`src/design/lar_pkg.sv`:
```
package lar_pkg;

	// selects one of the address registers
	typedef logic [2:0] lar_idx_t;

	// number of address registers in the file
	localparam int num_lars = 1 << $bits(lar_idx_t);

	// data held by a LAR
	typedef logic [31:0] word_t;

	// data memory word address
	typedef logic [15:0] mem_addr_t;

	// per-LAR metadata
	// data is shared between LARs whose valid tags match
	typedef struct packed {
		mem_addr_t tag;
		logic tag_valid;
	} lar_meta_t;

endpackage

```
`src/design/cpu_isa_pkg.sv`:
```
package cpu_isa_pkg;

	// instruction word address
	typedef logic [15:0] pc_t;

	// major opcode, top nibble of every instruction word
	typedef enum logic [3:0] {
		op_add  = 4'h0,
		op_sub  = 4'h1,
		op_and  = 4'h2,
		op_or   = 4'h3,
		op_xor  = 4'h4,
		// unsigned set-less-than
		op_slt  = 4'h5,
		// zero-extended 16-bit immediate into data
		op_ldi  = 4'h6,
		// set tag from immediate, read memory into data
		op_lda  = 4'h7,
		// write data to the tag address
		op_sta  = 4'h8,
		// branch if ra data nonzero
		op_bnz  = 4'h9,
		op_halt = 4'ha
	} opcode_e;

	// three-index view
	// ra is the destination, rb and rc are the sources
	typedef struct packed {
		opcode_e opcode;
		lar_pkg::lar_idx_t ra;
		lar_pkg::lar_idx_t rb;
		lar_pkg::lar_idx_t rc;
		logic [18:0] unused;
	} alu_fmt_t;

	// one index plus immediate
	// imm is a data address for lda or a branch target for bnz
	typedef struct packed {
		opcode_e opcode;
		lar_pkg::lar_idx_t ra;
		logic [8:0] unused;
		logic [15:0] imm;
	} imm_fmt_t;

	// same 32-bit word seen through either format
	typedef union packed {
		alu_fmt_t alu_fmt;
		imm_fmt_t imm_fmt;
	} instr_u;

endpackage

```
`src/design/execute_stage.sv`:
```
`timescale 1ns/1ps

module execute_stage import cpu_isa_pkg::*, lar_pkg::*; (
	input  logic clk,
	input  logic arst_n,
	input  logic issue,
	input  instr_u issue_instr,
	input  lar_meta_t rd_a_meta,
	input  word_t rd_a_data,
	input  word_t rd_b_data,
	input  logic hold,
	output logic redirect,
	output pc_t redirect_pc,
	output logic busy,
	output lar_idx_t dst,
	output logic writes,
	output logic wb_valid,
	output opcode_e wb_op,
	output lar_idx_t wb_idx,
	output word_t wb_data,
	output mem_addr_t wb_addr
);
	// operand register, filled at the issue edge
	logic ex_valid;
	instr_u ex_instr;
	lar_meta_t ex_a_meta;
	word_t ex_a_data;
	word_t ex_b_data;
	opcode_e ex_op;
	logic ex_writes_lar;
	logic ex_needs_wb;
	word_t result;
	mem_addr_t addr;

	assign ex_op = ex_instr.alu_fmt.opcode;
	assign ex_writes_lar = ex_op inside {op_add, op_sub, op_and, op_or, op_xor, op_slt,
		op_ldi, op_lda};
	assign ex_needs_wb = ex_writes_lar || (ex_op == op_sta);

	assign busy = ex_valid;
	assign dst = ex_instr.alu_fmt.ra;
	assign writes = ex_valid && ex_writes_lar;

	// bnz tests ra data, no delay slot
	assign redirect = ex_valid && !hold && (ex_op == op_bnz) && (ex_a_data != '0);
	assign redirect_pc = ex_instr.imm_fmt.imm;

	// port a is rb for alu ops and ra for sta
	always_comb begin
		result = '0;
		addr = '0;
		case (ex_op)
			op_add: result = ex_a_data + ex_b_data;
			op_sub: result = ex_a_data - ex_b_data;
			op_and: result = ex_a_data & ex_b_data;
			op_or:  result = ex_a_data | ex_b_data;
			op_xor: result = ex_a_data ^ ex_b_data;
			op_slt: result = {31'b0, ex_a_data < ex_b_data};
			op_ldi: result = {16'b0, ex_instr.imm_fmt.imm};
			op_lda: addr = ex_instr.imm_fmt.imm;
			op_sta: begin
				result = ex_a_data;
				// untagged store goes to address 0
				addr = ex_a_meta.tag_valid ? ex_a_meta.tag : '0;
			end
			default: ;
		endcase
	end

	always_ff @(posedge clk or negedge arst_n) begin
		if (!arst_n) begin
			ex_valid <= 1'b0;
			wb_valid <= 1'b0;
		end else begin
			if (issue)
				ex_valid <= 1'b1;
			else if (!hold)
				ex_valid <= 1'b0;
			// bnz and unknown opcodes end here
			if (!hold)
				wb_valid <= ex_valid && ex_needs_wb;
		end
	end

	always_ff @(posedge clk) begin
		if (issue) begin
			ex_instr <= issue_instr;
			ex_a_meta <= rd_a_meta;
			ex_a_data <= rd_a_data;
			ex_b_data <= rd_b_data;
		end
		if (!hold) begin
			wb_op <= ex_op;
			wb_idx <= ex_instr.alu_fmt.ra;
			wb_data <= result;
			wb_addr <= addr;
		end
	end

endmodule

```
`src/design/instr_fetch_decode.sv`:
```
`timescale 1ns/1ps

module instr_fetch_decode import cpu_isa_pkg::*, lar_pkg::*; #(
	parameter pc_t RESET_PC = '0
) (
	input  logic clk,
	input  logic arst_n,
	output pc_t instr_addr,
	input  instr_u instr_data,
	input  logic ex_busy,
	input  lar_idx_t ex_dst,
	input  logic ex_writes,
	input  logic wb_busy,
	input  lar_idx_t wb_dst,
	input  logic wb_writes,
	input  logic redirect,
	input  pc_t redirect_pc,
	output lar_idx_t rd_a_idx,
	output lar_idx_t rd_b_idx,
	output logic issue,
	output instr_u issue_instr,
	output logic halted
);
	pc_t pc;
	logic dec_valid;
	instr_u dec_instr;
	opcode_e dec_op;
	logic dec_is_alu;
	logic dec_halt;
	logic reads_a;
	logic reads_b;
	logic hit_a;
	logic hit_b;
	logic collide;
	logic later_empty;

	// rom answers in the same cycle
	assign instr_addr = pc;
	assign dec_op = dec_instr.alu_fmt.opcode;
	assign dec_is_alu = dec_op inside {op_add, op_sub, op_and, op_or, op_xor, op_slt};
	assign dec_halt = dec_valid && (dec_op == op_halt);

	// alu ops read rb and rc, sta and bnz read ra through port a
	assign rd_a_idx = dec_is_alu ? dec_instr.alu_fmt.rb : dec_instr.imm_fmt.ra;
	assign rd_b_idx = dec_instr.alu_fmt.rc;
	assign reads_a = dec_is_alu || (dec_op == op_sta) || (dec_op == op_bnz);
	assign reads_b = dec_is_alu;

	// source against pending destinations
	assign hit_a = (ex_writes && (ex_dst == rd_a_idx)) || (wb_writes && (wb_dst == rd_a_idx));
	assign hit_b = (ex_writes && (ex_dst == rd_b_idx)) || (wb_writes && (wb_dst == rd_b_idx));
	assign collide = (reads_a && hit_a) || (reads_b && hit_b);

	// one instruction in flight past decode at a time
	// shared tags can alias a source with any pending write
	assign later_empty = !ex_busy && !wb_busy;
	assign issue = dec_valid && !dec_halt && later_empty && !collide;
	assign issue_instr = dec_instr;

	always_ff @(posedge clk or negedge arst_n) begin
		if (!arst_n) begin
			pc <= RESET_PC;
			dec_valid <= 1'b0;
			halted <= 1'b0;
		end else begin
			if (redirect) begin
				// taken branch, drop the wrong-path word
				pc <= redirect_pc;
				dec_valid <= 1'b0;
			end else if (!dec_valid || issue) begin
				pc <= pc + pc_t'(1);
				dec_valid <= 1'b1;
			end
			// halt parks in decode, so fetch stops
			if (dec_halt && later_empty)
				halted <= 1'b1;
		end
	end

	// decode word follows the valid bit
	always_ff @(posedge clk) begin
		if (!redirect && (!dec_valid || issue))
			dec_instr <= instr_data;
	end

endmodule

```
`src/design/lar_cpu.sv`:
```
`timescale 1ns/1ps

module lar_cpu import cpu_isa_pkg::*, lar_pkg::*; #(
	parameter pc_t RESET_PC = '0
) (
	input  logic clk,
	input  logic arst_n,
	output pc_t instr_addr,
	input  instr_u instr_data,
	output logic mem_req,
	output logic mem_we,
	output mem_addr_t mem_addr,
	output word_t mem_wdata,
	input  word_t mem_rdata,
	input  logic mem_ack,
	output logic halted
);
	// decode to lar file and execute
	lar_idx_t rd_a_idx, rd_b_idx;
	lar_meta_t rd_a_meta;
	word_t rd_a_data, rd_b_data;
	logic issue;
	instr_u issue_instr;

	// execute and writeback back to decode
	logic ex_busy, ex_writes, wb_busy, wb_writes;
	lar_idx_t ex_dst, wb_dst;
	logic redirect;
	pc_t redirect_pc;

	// execute result register
	logic wb_valid, hold;
	opcode_e wb_op;
	lar_idx_t wb_idx;
	word_t wb_data;
	mem_addr_t wb_addr;

	// writeback to lar file
	logic wr_en, wr_tag_en;
	lar_idx_t wr_idx;
	word_t wr_data;
	mem_addr_t wr_tag;

	// writeback to bus guard
	logic bus_start, bus_we, bus_done;
	mem_addr_t bus_addr;
	word_t bus_wdata, bus_rdata;

	instr_fetch_decode #(.RESET_PC(RESET_PC)) inst_fetch_decode (.clk(clk), .arst_n(arst_n),
		.instr_addr(instr_addr), .instr_data(instr_data),
		.ex_busy(ex_busy), .ex_dst(ex_dst), .ex_writes(ex_writes),
		.wb_busy(wb_busy), .wb_dst(wb_dst), .wb_writes(wb_writes),
		.redirect(redirect), .redirect_pc(redirect_pc),
		.rd_a_idx(rd_a_idx), .rd_b_idx(rd_b_idx),
		.issue(issue), .issue_instr(issue_instr), .halted(halted));

	lar_file inst_lar_file (.clk(clk), .arst_n(arst_n),
		.rd_a_idx(rd_a_idx), .rd_b_idx(rd_b_idx),
		.rd_a_meta(rd_a_meta), .rd_a_data(rd_a_data), .rd_b_data(rd_b_data),
		.wr_en(wr_en), .wr_idx(wr_idx), .wr_data(wr_data),
		.wr_tag_en(wr_tag_en), .wr_tag(wr_tag));

	execute_stage inst_execute (.clk(clk), .arst_n(arst_n),
		.issue(issue), .issue_instr(issue_instr),
		.rd_a_meta(rd_a_meta), .rd_a_data(rd_a_data), .rd_b_data(rd_b_data),
		.hold(hold), .redirect(redirect), .redirect_pc(redirect_pc),
		.busy(ex_busy), .dst(ex_dst), .writes(ex_writes),
		.wb_valid(wb_valid), .wb_op(wb_op), .wb_idx(wb_idx),
		.wb_data(wb_data), .wb_addr(wb_addr));

	writeback_stage inst_writeback (.clk(clk), .arst_n(arst_n),
		.wb_valid(wb_valid), .wb_op(wb_op), .wb_idx(wb_idx),
		.wb_data(wb_data), .wb_addr(wb_addr),
		.hold(hold), .busy(wb_busy), .dst(wb_dst), .writes(wb_writes),
		.wr_en(wr_en), .wr_idx(wr_idx), .wr_data(wr_data),
		.wr_tag_en(wr_tag_en), .wr_tag(wr_tag),
		.start(bus_start), .we(bus_we), .addr(bus_addr), .wdata(bus_wdata),
		.done(bus_done), .rdata(bus_rdata));

	// only block on the external data bus
	mem_bus_guard inst_mem_bus_guard (.clk(clk), .arst_n(arst_n),
		.start(bus_start), .we(bus_we), .addr(bus_addr), .wdata(bus_wdata),
		.done(bus_done), .rdata(bus_rdata),
		.mem_req(mem_req), .mem_we(mem_we), .mem_addr(mem_addr),
		.mem_wdata(mem_wdata), .mem_rdata(mem_rdata), .mem_ack(mem_ack));

endmodule

```
`src/design/lar_file.sv`:
```
`timescale 1ns/1ps

module lar_file import lar_pkg::*; (
	input  logic clk,
	input  logic arst_n,
	input  lar_idx_t rd_a_idx,
	input  lar_idx_t rd_b_idx,
	output lar_meta_t rd_a_meta,
	output word_t rd_a_data,
	output word_t rd_b_data,
	input  logic wr_en,
	input  lar_idx_t wr_idx,
	input  word_t wr_data,
	input  logic wr_tag_en,
	input  mem_addr_t wr_tag
);
	lar_meta_t meta [num_lars];
	word_t data [num_lars];
	mem_addr_t share_tag;
	logic share_valid;
	logic [num_lars-1:0] hit;

	// combinational reads, old value during a write
	assign rd_a_meta = meta[rd_a_idx];
	assign rd_a_data = data[rd_a_idx];
	assign rd_b_data = data[rd_b_idx];

	// tag that decides who shares the written data
	// lda brings a new tag, other writes use the target's own
	always_comb begin
		share_tag = wr_tag_en ? wr_tag : meta[wr_idx].tag;
		share_valid = wr_tag_en || meta[wr_idx].tag_valid;
		for (int i = 0; i < num_lars; i++) begin
			hit[i] = wr_en && ((lar_idx_t'(i) == wr_idx) ||
				(share_valid && meta[i].tag_valid && (meta[i].tag == share_tag)));
		end
	end

	always_ff @(posedge clk or negedge arst_n) begin
		if (!arst_n) begin
			for (int i = 0; i < num_lars; i++) begin
				meta[i] <= '0;
				data[i] <= '0;
			end
		end else begin
			// target plus every valid sharer
			for (int i = 0; i < num_lars; i++) begin
				if (hit[i])
					data[i] <= wr_data;
			end
			if (wr_en && wr_tag_en)
				meta[wr_idx] <= '{tag: wr_tag, tag_valid: 1'b1};
		end
	end

endmodule

```
`src/design/mem_bus_guard.sv`:
```
`timescale 1ns/1ps

module mem_bus_guard import lar_pkg::*; (
	input  logic clk,
	input  logic arst_n,
	input  logic start,
	input  logic we,
	input  mem_addr_t addr,
	input  word_t wdata,
	output logic done,
	output word_t rdata,
	output logic mem_req,
	output logic mem_we,
	output mem_addr_t mem_addr,
	output word_t mem_wdata,
	input  word_t mem_rdata,
	input  logic mem_ack
);
	logic accept;
	logic ack_seen;

	// new request only while the bus is idle
	assign accept = start && !mem_req;
	assign ack_seen = mem_req && mem_ack;

	// request level and done pulse
	always_ff @(posedge clk or negedge arst_n) begin
		if (!arst_n) begin
			mem_req <= 1'b0;
			done <= 1'b0;
		end else begin
			done <= ack_seen;
			if (accept)
				mem_req <= 1'b1;
			else if (ack_seen)
				mem_req <= 1'b0;
		end
	end

	// address, enable and write data held stable while mem_req is up
	always_ff @(posedge clk) begin
		if (accept) begin
			mem_we <= we;
			mem_addr <= addr;
			mem_wdata <= wdata;
		end
		// read data only valid in the ack cycle
		if (ack_seen)
			rdata <= mem_rdata;
	end

endmodule

```
`src/design/writeback_stage.sv`:
```
`timescale 1ns/1ps

module writeback_stage import cpu_isa_pkg::*, lar_pkg::*; (
	input  logic clk,
	input  logic arst_n,
	input  logic wb_valid,
	input  opcode_e wb_op,
	input  lar_idx_t wb_idx,
	input  word_t wb_data,
	input  mem_addr_t wb_addr,
	output logic hold,
	output logic busy,
	output lar_idx_t dst,
	output logic writes,
	output logic wr_en,
	output lar_idx_t wr_idx,
	output word_t wr_data,
	output logic wr_tag_en,
	output mem_addr_t wr_tag,
	output logic start,
	output logic we,
	output mem_addr_t addr,
	output word_t wdata,
	input  logic done,
	input  word_t rdata
);
	logic is_mem;
	logic is_lda;
	logic writes_lar;
	// request handed to the guard, waiting for done
	logic pending;

	assign is_mem = wb_op inside {op_lda, op_sta};
	assign is_lda = wb_op == op_lda;
	assign writes_lar = wb_op inside {op_add, op_sub, op_and, op_or, op_xor, op_slt,
		op_ldi, op_lda};

	assign busy = wb_valid;
	assign dst = wb_idx;
	assign writes = wb_valid && writes_lar;

	// one start per memory op, then stall execute until done
	assign start = wb_valid && is_mem && !pending;
	assign hold = wb_valid && is_mem && !done;
	assign we = wb_op == op_sta;
	assign addr = wb_addr;
	assign wdata = wb_data;

	// alu and ldi write at once, lda writes tag and data on done
	assign wr_en = wb_valid && writes_lar && (!is_mem || done);
	assign wr_idx = wb_idx;
	assign wr_data = is_lda ? rdata : wb_data;
	assign wr_tag_en = wb_valid && is_lda && done;
	assign wr_tag = wb_addr;

	always_ff @(posedge clk or negedge arst_n) begin
		if (!arst_n)
			pending <= 1'b0;
		else if (start)
			pending <= 1'b1;
		else if (done)
			pending <= 1'b0;
	end

endmodule

```
`config.mk`:
```
export PLATFORM = sky130hd
export DESIGN_NAME = lar_cpu
export DESIGN_NICKNAME = d
export VERILOG_FILES = /design/src/design/lar_pkg.sv /design/src/design/cpu_isa_pkg.sv /design/src/design/execute_stage.sv /design/src/design/instr_fetch_decode.sv /design/src/design/lar_cpu.sv /design/src/design/lar_file.sv /design/src/design/mem_bus_guard.sv /design/src/design/writeback_stage.sv
export SDC_FILE = /design/constraint.sdc
export NUM_CORES = 1
export LEC_CHECK = 0
export ABC_AREA = 0
export BUFFER_PORTS_ARGS = -buffer_cell sky130_fd_sc_hd__buf_4
export CAP_MARGIN = 40
export CELL_PAD_IN_SITES_DETAIL_PLACEMENT = 2
export CELL_PAD_IN_SITES_GLOBAL_PLACEMENT = 2
export CORE_ASPECT_RATIO = 0.7
export CORE_UTILIZATION = 47
export CTS_CLUSTER_DIAMETER = 80
export CTS_CLUSTER_SIZE = 20
export DETAILED_ROUTE_END_ITERATION = 10
export PLACE_DENSITY_LB_ADDON = 0.1
export RECOVER_POWER = 25
export SYNTH_ARGS = -nofsm -noshare
export SYNTH_HDL_FRONTEND = slang
export SYNTH_SLANG_ARGS = --single-unit
```
`constraint.sdc`:
```
create_clock -name clk -period 9.2 [get_ports clk]
set_input_delay 1.84 -clock clk [delete_from_list [all_inputs] [get_ports clk]]
set_output_delay 1.84 -clock clk [all_outputs]
set_load 0.05 [all_outputs]
```
# Yosys cells after proc, flatten, opt, wreduce, memory -nomap -nowiden
# Cells that the tools add are included.
[totals]
ff_bits = 696
latchBits = 0
ram_bits = 0
rom_bits = 0
input_bits = 67
output_inout_bits = 67
n_memories = 0
[classes]
add_sub_neg = 3
multipliers = 0
n_div = 0
magnitude_cmp = 5
n_eq_ne = 45
shifts = 0
mux = 31
n_bitwise = 6
reduce_logical = 93
[ops]
columns = ["op", "count"]
rows = [
  ["32-bit one-hot mux with 8 select lines", 1],
  ["32-bit binary-select mux with 3-bit select", 2],
  ["32-bit 2-to-1 mux", 5],
  ["136-bit bitwise mux", 1],
  ["16-bit equality test", 8],
  ["17-bit binary-select mux with 3-bit select", 2],
  ["17-bit 2-to-1 mux", 5],
  ["16-bit 2-to-1 mux", 4],
  ["1-bit logical AND", 53],
  ["17-bit demux with 3-bit select", 1],
  ["4-bit by 3-bit equality test with 1-bit output (second input constant)", 10],
  ["32-bit adder", 1],
  ["32-bit bitwise AND", 1],
  ["32-bit less-than comparator", 1],
  ["32-bit bitwise OR", 1],
  ["16-bit one-hot mux with 2 select lines", 1],
  ["32-bit nonzero test", 1],
  ["32-bit subtractor", 1],
  ["32-bit bitwise XOR", 1],
  ["4-bit by 2-bit equality test with 1-bit output (second input constant)", 6],
  ["4-bit equality test (second input constant)", 6],
  ["1-bit logical OR", 17],
  ["16-bit by 1-bit adder with 16-bit output (second input constant)", 1],
  ["8-bit nonzero test", 2],
  ["16 further kinds", 51],
]

# Depth between registers and ports, before layout
# Gate-level depths: netlist of run 1.
[logic_depth]
depth_word = 13
mapped_depth = 16
mapped_depth_nobuf = 12

# Cells and area by module
# A second synthesis of run 1 with hierarchy kept.
[hier_totals]
cells_unflattened = 3792
hier_area_um2 = 42597.1
[modules_own_cells]
columns = ["module", "instances", "cells_each", "area_each_um2", "seq_area_each_um2"]
rows = [
  ["lar_file", 1, 2325, 26399.1, 9809.4],
  ["execute_stage", 1, 995, 10314.9, 4824.6],
  ["mem_bus_guard", 1, 87, 2509.9, 2482.4],
  ["instr_fetch_decode", 1, 199, 2302.2, 1411.4],
  ["writeback_stage", 1, 186, 1071.0, 25.0],
]

# Worst setup path before layout of run 1
# Ideal clock, no wire load.
[synth_path]
path_type = "flip-flop to flip-flop"
from = "reg inst_execute.wb_valid"
to = "reg inst_execute.ex_a_data[0], enable pin"
setup_ns = 0.571
arrival_ns = 4.985
required_ns = 8.629
path_slack_ns = 3.643
path_stages_with_launch = 4
n_path_buf = 0
cell_sequence = "dfrtp_1 nor2_1 nand2_1 nor2_1"
[synth_between]
elab_chain_cells = 7
elab_cells_between_ends = 13
[synth_lines]
columns = ["element", "line_no", "text"]
rows = [
  ["from (decl)", "execute_stage.sv:17", "output logic wb_valid,"],
  ["from (signal assigned)", "execute_stage.sv:81", "wb_valid <= ex_valid && ex_needs_wb;"],
  ["1-bit logical AND", "writeback_stage.sv:40", "assign writes = wb_valid && writes_lar;"],
  ["1-bit logical AND, on equally long branches", "instr_fetch_decode.sv:50, instr_fetch_decode.sv:51", ""],
  ["1-bit logical OR, on equally long branches", "instr_fetch_decode.sv:50, instr_fetch_decode.sv:51", ""],
  ["1-bit logical AND", "instr_fetch_decode.sv:52", "assign collide = (reads_a && hit_a) || (reads_b && hit_b);"],
  ["1-bit logical OR", "instr_fetch_decode.sv:52", ""],
  ["1-bit logical NOT", "instr_fetch_decode.sv:57", "assign issue = dec_valid && !dec_halt && later_empty && !collide;"],
  ["1-bit logical AND (*)", "instr_fetch_decode.sv:57", ""],
  ["net inst_execute.issue", "execute_stage.sv:6", "input logic issue,"],
  ["to (signal assigned)", "execute_stage.sv:89", "ex_a_data <= rd_a_data;"],
  ["to (decl)", "execute_stage.sv:27", "word_t ex_a_data;"],
]
# Mark *: on every way through the listed nets, which the timed path passes. The rest lies on a longest branch.
# A chain may end at the register's enable or synchronous reset.

# Final worst setup path of run 1
[layout_path]
from = "reg inst_execute.wb_idx[2]"
to = "reg inst_lar_file.data[192] in the netlist's numbering"
[layout_between]
elab_chain_cells = 9
elab_cells_between_ends = 12
[layout_lines]
columns = ["element", "line_no", "text"]
rows = [
  ["from (decl)", "execute_stage.sv:19", "output lar_idx_t wb_idx,"],
  ["from (signal assigned)", "execute_stage.sv:94", "wb_idx <= ex_instr.alu_fmt.ra;"],
  ["3-bit NOT with 4-bit output (not written as such)", "lar_file.sv:31, lar_file.sv:32", ""],
  ["17-bit binary-select mux with 3-bit select", "lar_file.sv:31, lar_file.sv:32", ""],
  ["17-bit 2-to-1 mux (not written as such) (2 in series)", "lar_file.sv:31", "share_tag = wr_tag_en ? wr_tag : meta[wr_idx].tag;"],
  ["16-bit 2-to-1 mux / 1-bit logical OR (equally long branches)", "lar_file.sv:31, lar_file.sv:32", ""],
  ["16-bit equality test / 1-bit logical AND (equally long branches)", "lar_file.sv:35", "(share_valid && meta[i].tag_valid && (meta[i].tag == share_tag)));"],
  ["1-bit logical AND", "lar_file.sv:35", ""],
  ["1-bit logical OR (*)", "lar_file.sv:34", "hit[i] = wr_en && ((lar_idx_t'(i) == wr_idx) ||"],
  ["1-bit logical AND (*)", "lar_file.sv:34", ""],
  ["to (signal, indexed assignment)", "lar_file.sv:49", "data[i] <= wr_data;"],
  ["to (decl)", "lar_file.sv:18", "word_t data [num_lars];"],
]
# Every way passes the cells marked *; elsewhere a longest branch is shown, timed or not. The select of a mux whose other input is x is not followed.

==> results of run 1 <==
==> critical path, cell delays in order (launching register included) <==
cell and delay (ns):
edfxtp_1 0.37, clkbuf_1 2.04, nor2b_1 0.46, buf_4 0.38
a221oi_1 0.28, buf_4 0.22, a21o_1 0.51, o22ai_1 0.42
or4_1 0.68, nor4_1 0.78, o21ai_2 0.13, buf_4 0.35
o2bb2ai_1 0.23
==> cells by family after synthesis <==
family | after synthesis | share of synthesized area
DFF | 684 | 0.469
and+or+nand+nor | 646 | 0.0760
AOI/OAI and AO/OA | 783 | 0.149
adders and majority gates | 100 | 0.0321
xor gates and xnor gates | 83 | 0.0185
muxes | 585 | 0.216
buffers and inverters | 371 | 0.0397
==> layout make-up <==
type                            count  area, um^2  area share
Antenna cell                        3        7.51    0.000174
Inverter                          126         473      0.0110
Multi-Input combinational cell   2197       19500       0.454
Tap cell                         1125        1410      0.0327
Sequential cell                   684       18500       0.429
Clock inverter                     11         168     0.00389
Clock buffer                       67        1210      0.0280
Timing Repair Buffer              223        1790      0.0417
==> per-stage QoR <==
step | power, mW | hold slack, ns | cells | util
global route | 17.3 | 0.437 | 4433 | 0.521
CTS | 16.5 | 0.432 | 4431 | 0.522
global placement | 13.5 | 0.408 | 4336 | 0.502
floorplan | 10.6 | 0.400 | 3252 | -
detailed placement | 14.2 | 0.410 | 4353 | 0.505
finish | 16.7 | 0.430 | 4436 | 0.521
==> power by group through the flow <==
| stage | logic [mW] | registers [mW] | clock network (mW) |
|---|---|---|---|
| after floorplan | 5.58 | 5.01 | 0 |
| after global placement | 8.16 | 5.31 | 0 |
| after CTS | 8.87 | 5.42 | 2.17 |
| after detailed placement | 8.77 | 5.47 | 0 |
| after global routing | 9.47 | 5.54 | 2.25 |
| final | 9.08 | 5.49 | 2.15 |
==> layer usage <==
layer,track usage,wire length (um)
met5,0,27
met4,0.0856,3610
met3,0.121,20700
met1,0.587,72600
met2,0.579,72800
==> state kept, by name, indices dropped and copies added (netlist names) <==
signal and count:
inst_mem_bus_guard.mem_wdata 32, inst_execute.wb_idx 3, inst_fetch_decode.instr_addr 16, inst_execute.wb_valid 1, inst_mem_bus_guard.mem_addr 16, inst_execute.ex_instr 23
inst_mem_bus_guard.rdata 32, inst_writeback.pending 1, inst_fetch_decode.dec_valid 1, inst_mem_bus_guard.mem_req 1, inst_lar_file.data 256, inst_fetch_decode.issue_instr 29
inst_execute.ex_a_meta 17, inst_execute.ex_b_data 32, inst_execute.wb_data 32, inst_fetch_decode.halted 1, inst_lar_file.meta 136, inst_mem_bus_guard.done 1
inst_execute.busy 1, inst_execute.wb_op 4, inst_execute.ex_a_data 32, inst_mem_bus_guard.mem_we 1, inst_execute.wb_addr 16
==> cells in the final DEF (no fill, tap or decap), types with 107 or more instances in the layout <==
master    netlist  layout
a21oi_1       109     108
buf_4           3     123
dfrtp_1       415     415
edfxtp_1      269     269
inv_1         124     123
mux2_2        334     331
mux4_2        163     163
nand2_1       209     206
nor2_1        174     171
o21ai_0       108     107
==> how the worst min path moves through the flow <==
stage	from	to	depth (start not counted)
after floorplan	inst_fetch_decode.issue_instr[0]	inst_execute.ex_instr[0]	0
after global placement	inst_fetch_decode.issue_instr[1]	inst_execute.ex_instr[1]	0
after detailed placement	inst_fetch_decode.issue_instr[4]	inst_execute.ex_instr[4]	0
after CTS	inst_fetch_decode.issue_instr[1]	inst_execute.ex_instr[1]	0
after global routing	inst_fetch_decode.issue_instr[11]	inst_execute.ex_instr[11]	0
final	inst_fetch_decode.issue_instr[9]	inst_execute.ex_instr[9]	0
==> flow_summary.json, run 1 <==
{
  "outcome": "finished, violations left",
  "violations": "capacitance limit, slew limit",
  "path_class": "reg2reg",
  "worstPathArrival_ns": 7.65,
  "intPower_mw": 8.58,
  "fill_cells": 7889,
  "max_slew_margin": -1.34,
  "max_cap_violations": 7,
  "ys_types": 92,
  "clk_pin_slew_worst_paths_ns": 0.09,
  "p_leak_nw": 17.8,
  "syn_area_um2": 39400,
  "worstRegToRegCells": 12,
  "post_drt_wl_per_cell_um": 38.3,
  "drv_slew": 201,
  "gp_congestion": 0.960,
  "yosys_most_used_dff": "dfrtp_1",
  "postSynthAreaPerCell_um2": 12.1,
  "r2r-start": "inst_execute.wb_idx[2]",
  "drc_errors": 0,
  "grt_max_degree": 131,
  "nets": 3442,
  "power_frac_clock": 0.129,
  "synth.most_common_cell": "dfrtp_1",
  "synth_fp_nets": 3419,
  "wirelength_um": 170000,
  "p_seq_frac": 0.328,
  "finalHoldViolCount": 0,
  "grt_antenna_before_repair": 20,
  "ir_worst_vdd_mv": 0.236,
  "cts_tree": "yes",
  "tightestPinTransition_ns": 3.50,
  "power_frac_comb": 0.543,
  "place_ws_ns": 4.17,
  "firstDrtPassIters": 6,
  "die_w_um": 348,
  "cts_resized": 0,
  "hold_class": "reg2reg",
  "ant_nets": 0,
  "rsz0062_at_grt": "false",
  "synth_top_area_frac": 0.264,
  "die_h_um": 244,
  "power_density_nw_per_um2": 388,
  "cts_buffer_depth": 3,
  "drive_above_1_share": 0.256,
  "synth-seq-cells": 684,
  "finalSetupViolCount": 0,
  "vias": 31700,
  "r2r-end": "inst_lar_file.data[192]",
  "placementRows": 88,
  "p_sw_mw": 8.13,
  "synth_edf_count": 269,
  "cp-end-kind": "flop",
  "track_usage": 0.399,
  "numCtsBuffers": 43,
  "layout_setup_ws_ns": 2.07,
  "htreeDepth": 2,
  "crit_start": "inst_execute.wb_idx[2]",
  "drtIter0Drc": 3403,
  "critPathLaunchType": "flop",
  "die_area_um2": 85000,
  "cts_setup_buffers": 0,
  "first_global_vias": 33400,
  "swShare": 0.487,
  "reg2reg_slack_ns": 2.07,
  "seq_area_frac_synth": 0.469,
  "fmax_ghz": 0.140,
  "netlist_top_cells_count": "dfrtp_1, mux2_2, edfxtp_1",
  "clock_skew_ns": 0.0436,
  "path_max_fanout": 38,
  "yosys.area.top_type": "dfrtp_1",
  "cts-root-buf": "clkbuf_16",
  "placed_cell_area_um2": 41800,
  "synthToLayoutAreaGrowth_pct": 9.29,
  "period_share": 0.775,
  "num_io_pins": 134,
  "portBuffers": 130,
  "worstSkewPairLatency_ns": 0.67,
  "detail_route.vias_per_cell": 7.14,
  "synth.area.top_cells": "dfrtp_1, edfxtp_1, mux2_2",
  "grt_overflow_total": 0,
  "start_util": 0.476,
  "grt_pass1_wl_um": 246000,
  "worstPathRequired_ns": 9.72,
  "design.core.area_um2": 82700,
  "design_area_um2": 43100,
  "hold_buffers": 0,
  "ys_warn_count": 0,
  "layout_min_cycle_time_ns": 7.13,
  "cts.sinks": 684,
  "fin_setup_tns_ns": 0,
  "dp_hpwl_um": 120000,
  "worstSetupEndpoint": "inst_lar_file.data[192]",
  "synthCells": 3252,
  "synthArstFlopShare": 0.607
}
No activity file was read; power rests on OpenSTA's default activity.
==> run 2, diff against run 1 <==
--- a/config.mk
+++ b/config.mk
@@ -11,7 +11,7 @@
 export CELL_PAD_IN_SITES_DETAIL_PLACEMENT = 2
 export CELL_PAD_IN_SITES_GLOBAL_PLACEMENT = 2
 export CORE_ASPECT_RATIO = 0.7
-export CORE_UTILIZATION = 47
+export CORE_UTILIZATION = 40
 export CTS_CLUSTER_DIAMETER = 80
 export CTS_CLUSTER_SIZE = 20
 export DETAILED_ROUTE_END_ITERATION = 10
==> constraint.sdc (replaced) <==
create_clock -name clk -period 6.1 [get_ports clk]
set_input_delay 1.22 -clock clk [delete_from_list [all_inputs] [get_ports clk]]
set_output_delay 1.22 -clock clk [all_outputs]
set_load 0.05 [all_outputs]
==> run 2 against run 1 <==
  * Highest routed layer unchanged
  * Largest cell class unchanged
  * The run still ends with capacitance limit, slew limit left
  * Die area is 17% higher
  * Core utilization decreased by 7.2 points
  * Clock power grew 49%
==> flow_summary.json, run 2 (synthesis results as in run 1) <==
{
  "layout.cells.non_filler": 4633,
  "detail_route.vias_per_cell": 6.69,
  "cp-end-kind": "flop",
  "top_regs": "inst_lar_file.data (256), inst_lar_file.meta (136)",
  "layout_commonest_cell": "dfrtp_1",
  "numCtsBuffers": 43,
  "first_global_vias": 32500,
  "grt_overflow_total": 0,
  "tightestPinTransition_ns": 3.35,
  "hold_buffers": 0,
  "outcome": "finished, violations left",
  "layout_min_cycle_time_ns": 5.05,
  "die_h_um": 265,
  "crit_chain": "clkbuf_1 > inv_1 > a222oi_1 > a32oi_1 > o22ai_1 > o211ai_1 > or3_1 > nor4_1 > o21ai_4 > buf_4 > mux2_1",
  "layout_setup_ws_ns": 1.05,
  "max_cap_violations": 3,
  "p_leak_nw": 17.9,
  "slowest_stage": "clkbuf_1",
  "grt_max_degree": 178,
  "ant_nets": 0,
  "worstPathRequired_ns": 6.64,
  "finalHoldViolCount": 0,
  "power_density_nw_per_um2": 575,
  "start_util": 0.407,
  "firstDrtPassIters": 6,
  "layout_common_cells": "dfrtp_1, mux2_2, edfxtp_1",
  "grt_pass1_wl_um": 244000,
  "post_drt_wl_per_cell_um": 36.5,
  "worstSkewPairLatency_ns": 0.66,
  "dp_hpwl_um": 121000,
  "die_area_um2": 99800,
  "design_area_um2": 43400,
  "clk_pin_slew_worst_paths_ns": 0.10,
  "fmax_ghz": 0.198,
  "critPathLaunchType": "flop",
  "drc_errors": 0,
  "track_usage": 0.339,
  "portBuffers": 130,
  "worstPathArrival_ns": 5.58,
  "fill_cells": 9641,
  "period_share": 0.827,
  "finalSetupViolCount": 0,
  "die_w_um": 377,
  "place_ws_ns": 1.26,
  "placed_cell_area_um2": 42200,
  "drive_above_1_share": 0.262,
  "design.core.area_um2": 96800,
  "cts_buffer_depth": 3,
  "grt_antenna_before_repair": 17,
  "rsz0062_at_grt": "false",
  "largest_reg_flops": 256,
  "cts_tree": "yes",
  "violations": "capacitance limit, slew limit",
  "cts.sinks": 684,
  "path_max_fanout": 32,
  "cts_resized": 0,
  "dp_cells": 4553,
  "placementRows": 95,
  "path_class": "reg2reg",
  "clock_skew_ns": 0.0374,
  "num_io_pins": 134,
  "hold_class": "reg2reg",
  "wirelength_um": 169000,
  "fin_setup_tns_ns": 0,
  "synthToLayoutAreaGrowth_pct": 10.3,
  "gp_congestion": 0.986,
  "cts_setup_buffers": 0,
  "max_slew_margin": -1.23,
  "cts-root-buf": "clkbuf_16",
  "htreeDepth": 2,
  "vias": 31000,
  "drtIter0Drc": 3469,
  "drv_slew": 195,
  "nets": 3457,
  "slowest_delay_ns": 0.84,
  "top_register": "inst_lar_file.data",
  "ir_worst_vdd_mv": 0.326
}
[run 2: where the power goes]
part           total, mW  internal (mW)  switching [mW]
logic               13.5           4.95            8.60
registers           8.20           6.54            1.66
clock network       3.21           1.44            1.78
[run 2: cell type report]
class,instances,area (um^2),area share
multi-input cells,2197,19600,0.450
flip-flops and latches,684,18500,0.425
repair buffers,238,1940,0.0447
well taps,1309,1640,0.0377
clock buffers,65,1190,0.0274
inverters,126,473,0.0109
clock inverters,12,165,0.00380
diodes,2,5.00,0.000115
[run 2: through the flow]
stage | hold slack [ns] | power (mW) | utilization
after floorplan | 0.400 | 16.0 | -
after global placement | 0.406 | 20.8 | 0.434
after detailed placement | 0.405 | 21.5 | 0.436
after CTS | 0.421 | 24.8 | 0.450
after global routing | 0.433 | 26.0 | 0.449
final | 0.423 | 25.0 | 0.449
[run 2: routing by layer]
metal,vias up,GRT usage,share of wire
met2,1322,0.471,0.41
met5,-,0,0.000077
li1,12600,-,-
met3,176,0.106,0.11
met1,16900,0.516,0.46
met4,2,0.0588,0.016
[run 2: final timing paths]
kind / slack, ns / cells past startpoint / from / to
min in group asynchronous: 1.68 / 1 / arst_n / inst_lar_file.meta[94]
max: 1.05 / 11 / inst_execute.wb_addr[15] / inst_lar_file.data[159]
max in group asynchronous: 1.22 / 2 / arst_n / inst_fetch_decode.instr_addr[12]
min: 0.42 / 0 / inst_fetch_decode.issue_instr[7] / inst_execute.ex_instr[7]
min reg2reg: 0.42 / 0 / inst_fetch_decode.issue_instr[7] / inst_execute.ex_instr[7]
max reg2reg: 1.05 / 11 / inst_execute.wb_addr[15] / inst_lar_file.data[159]
[run 2: critical path, delay by kind of cell, from the launching register on]
family	cells	cell delay [ns]
multiplexers	1	0.41
AND/OR/NAND/NOR	2	0.91
buffers and inverters	3	1.59
AO/OA/AOI/OAI	5	1.60
flip-flops	1	0.33
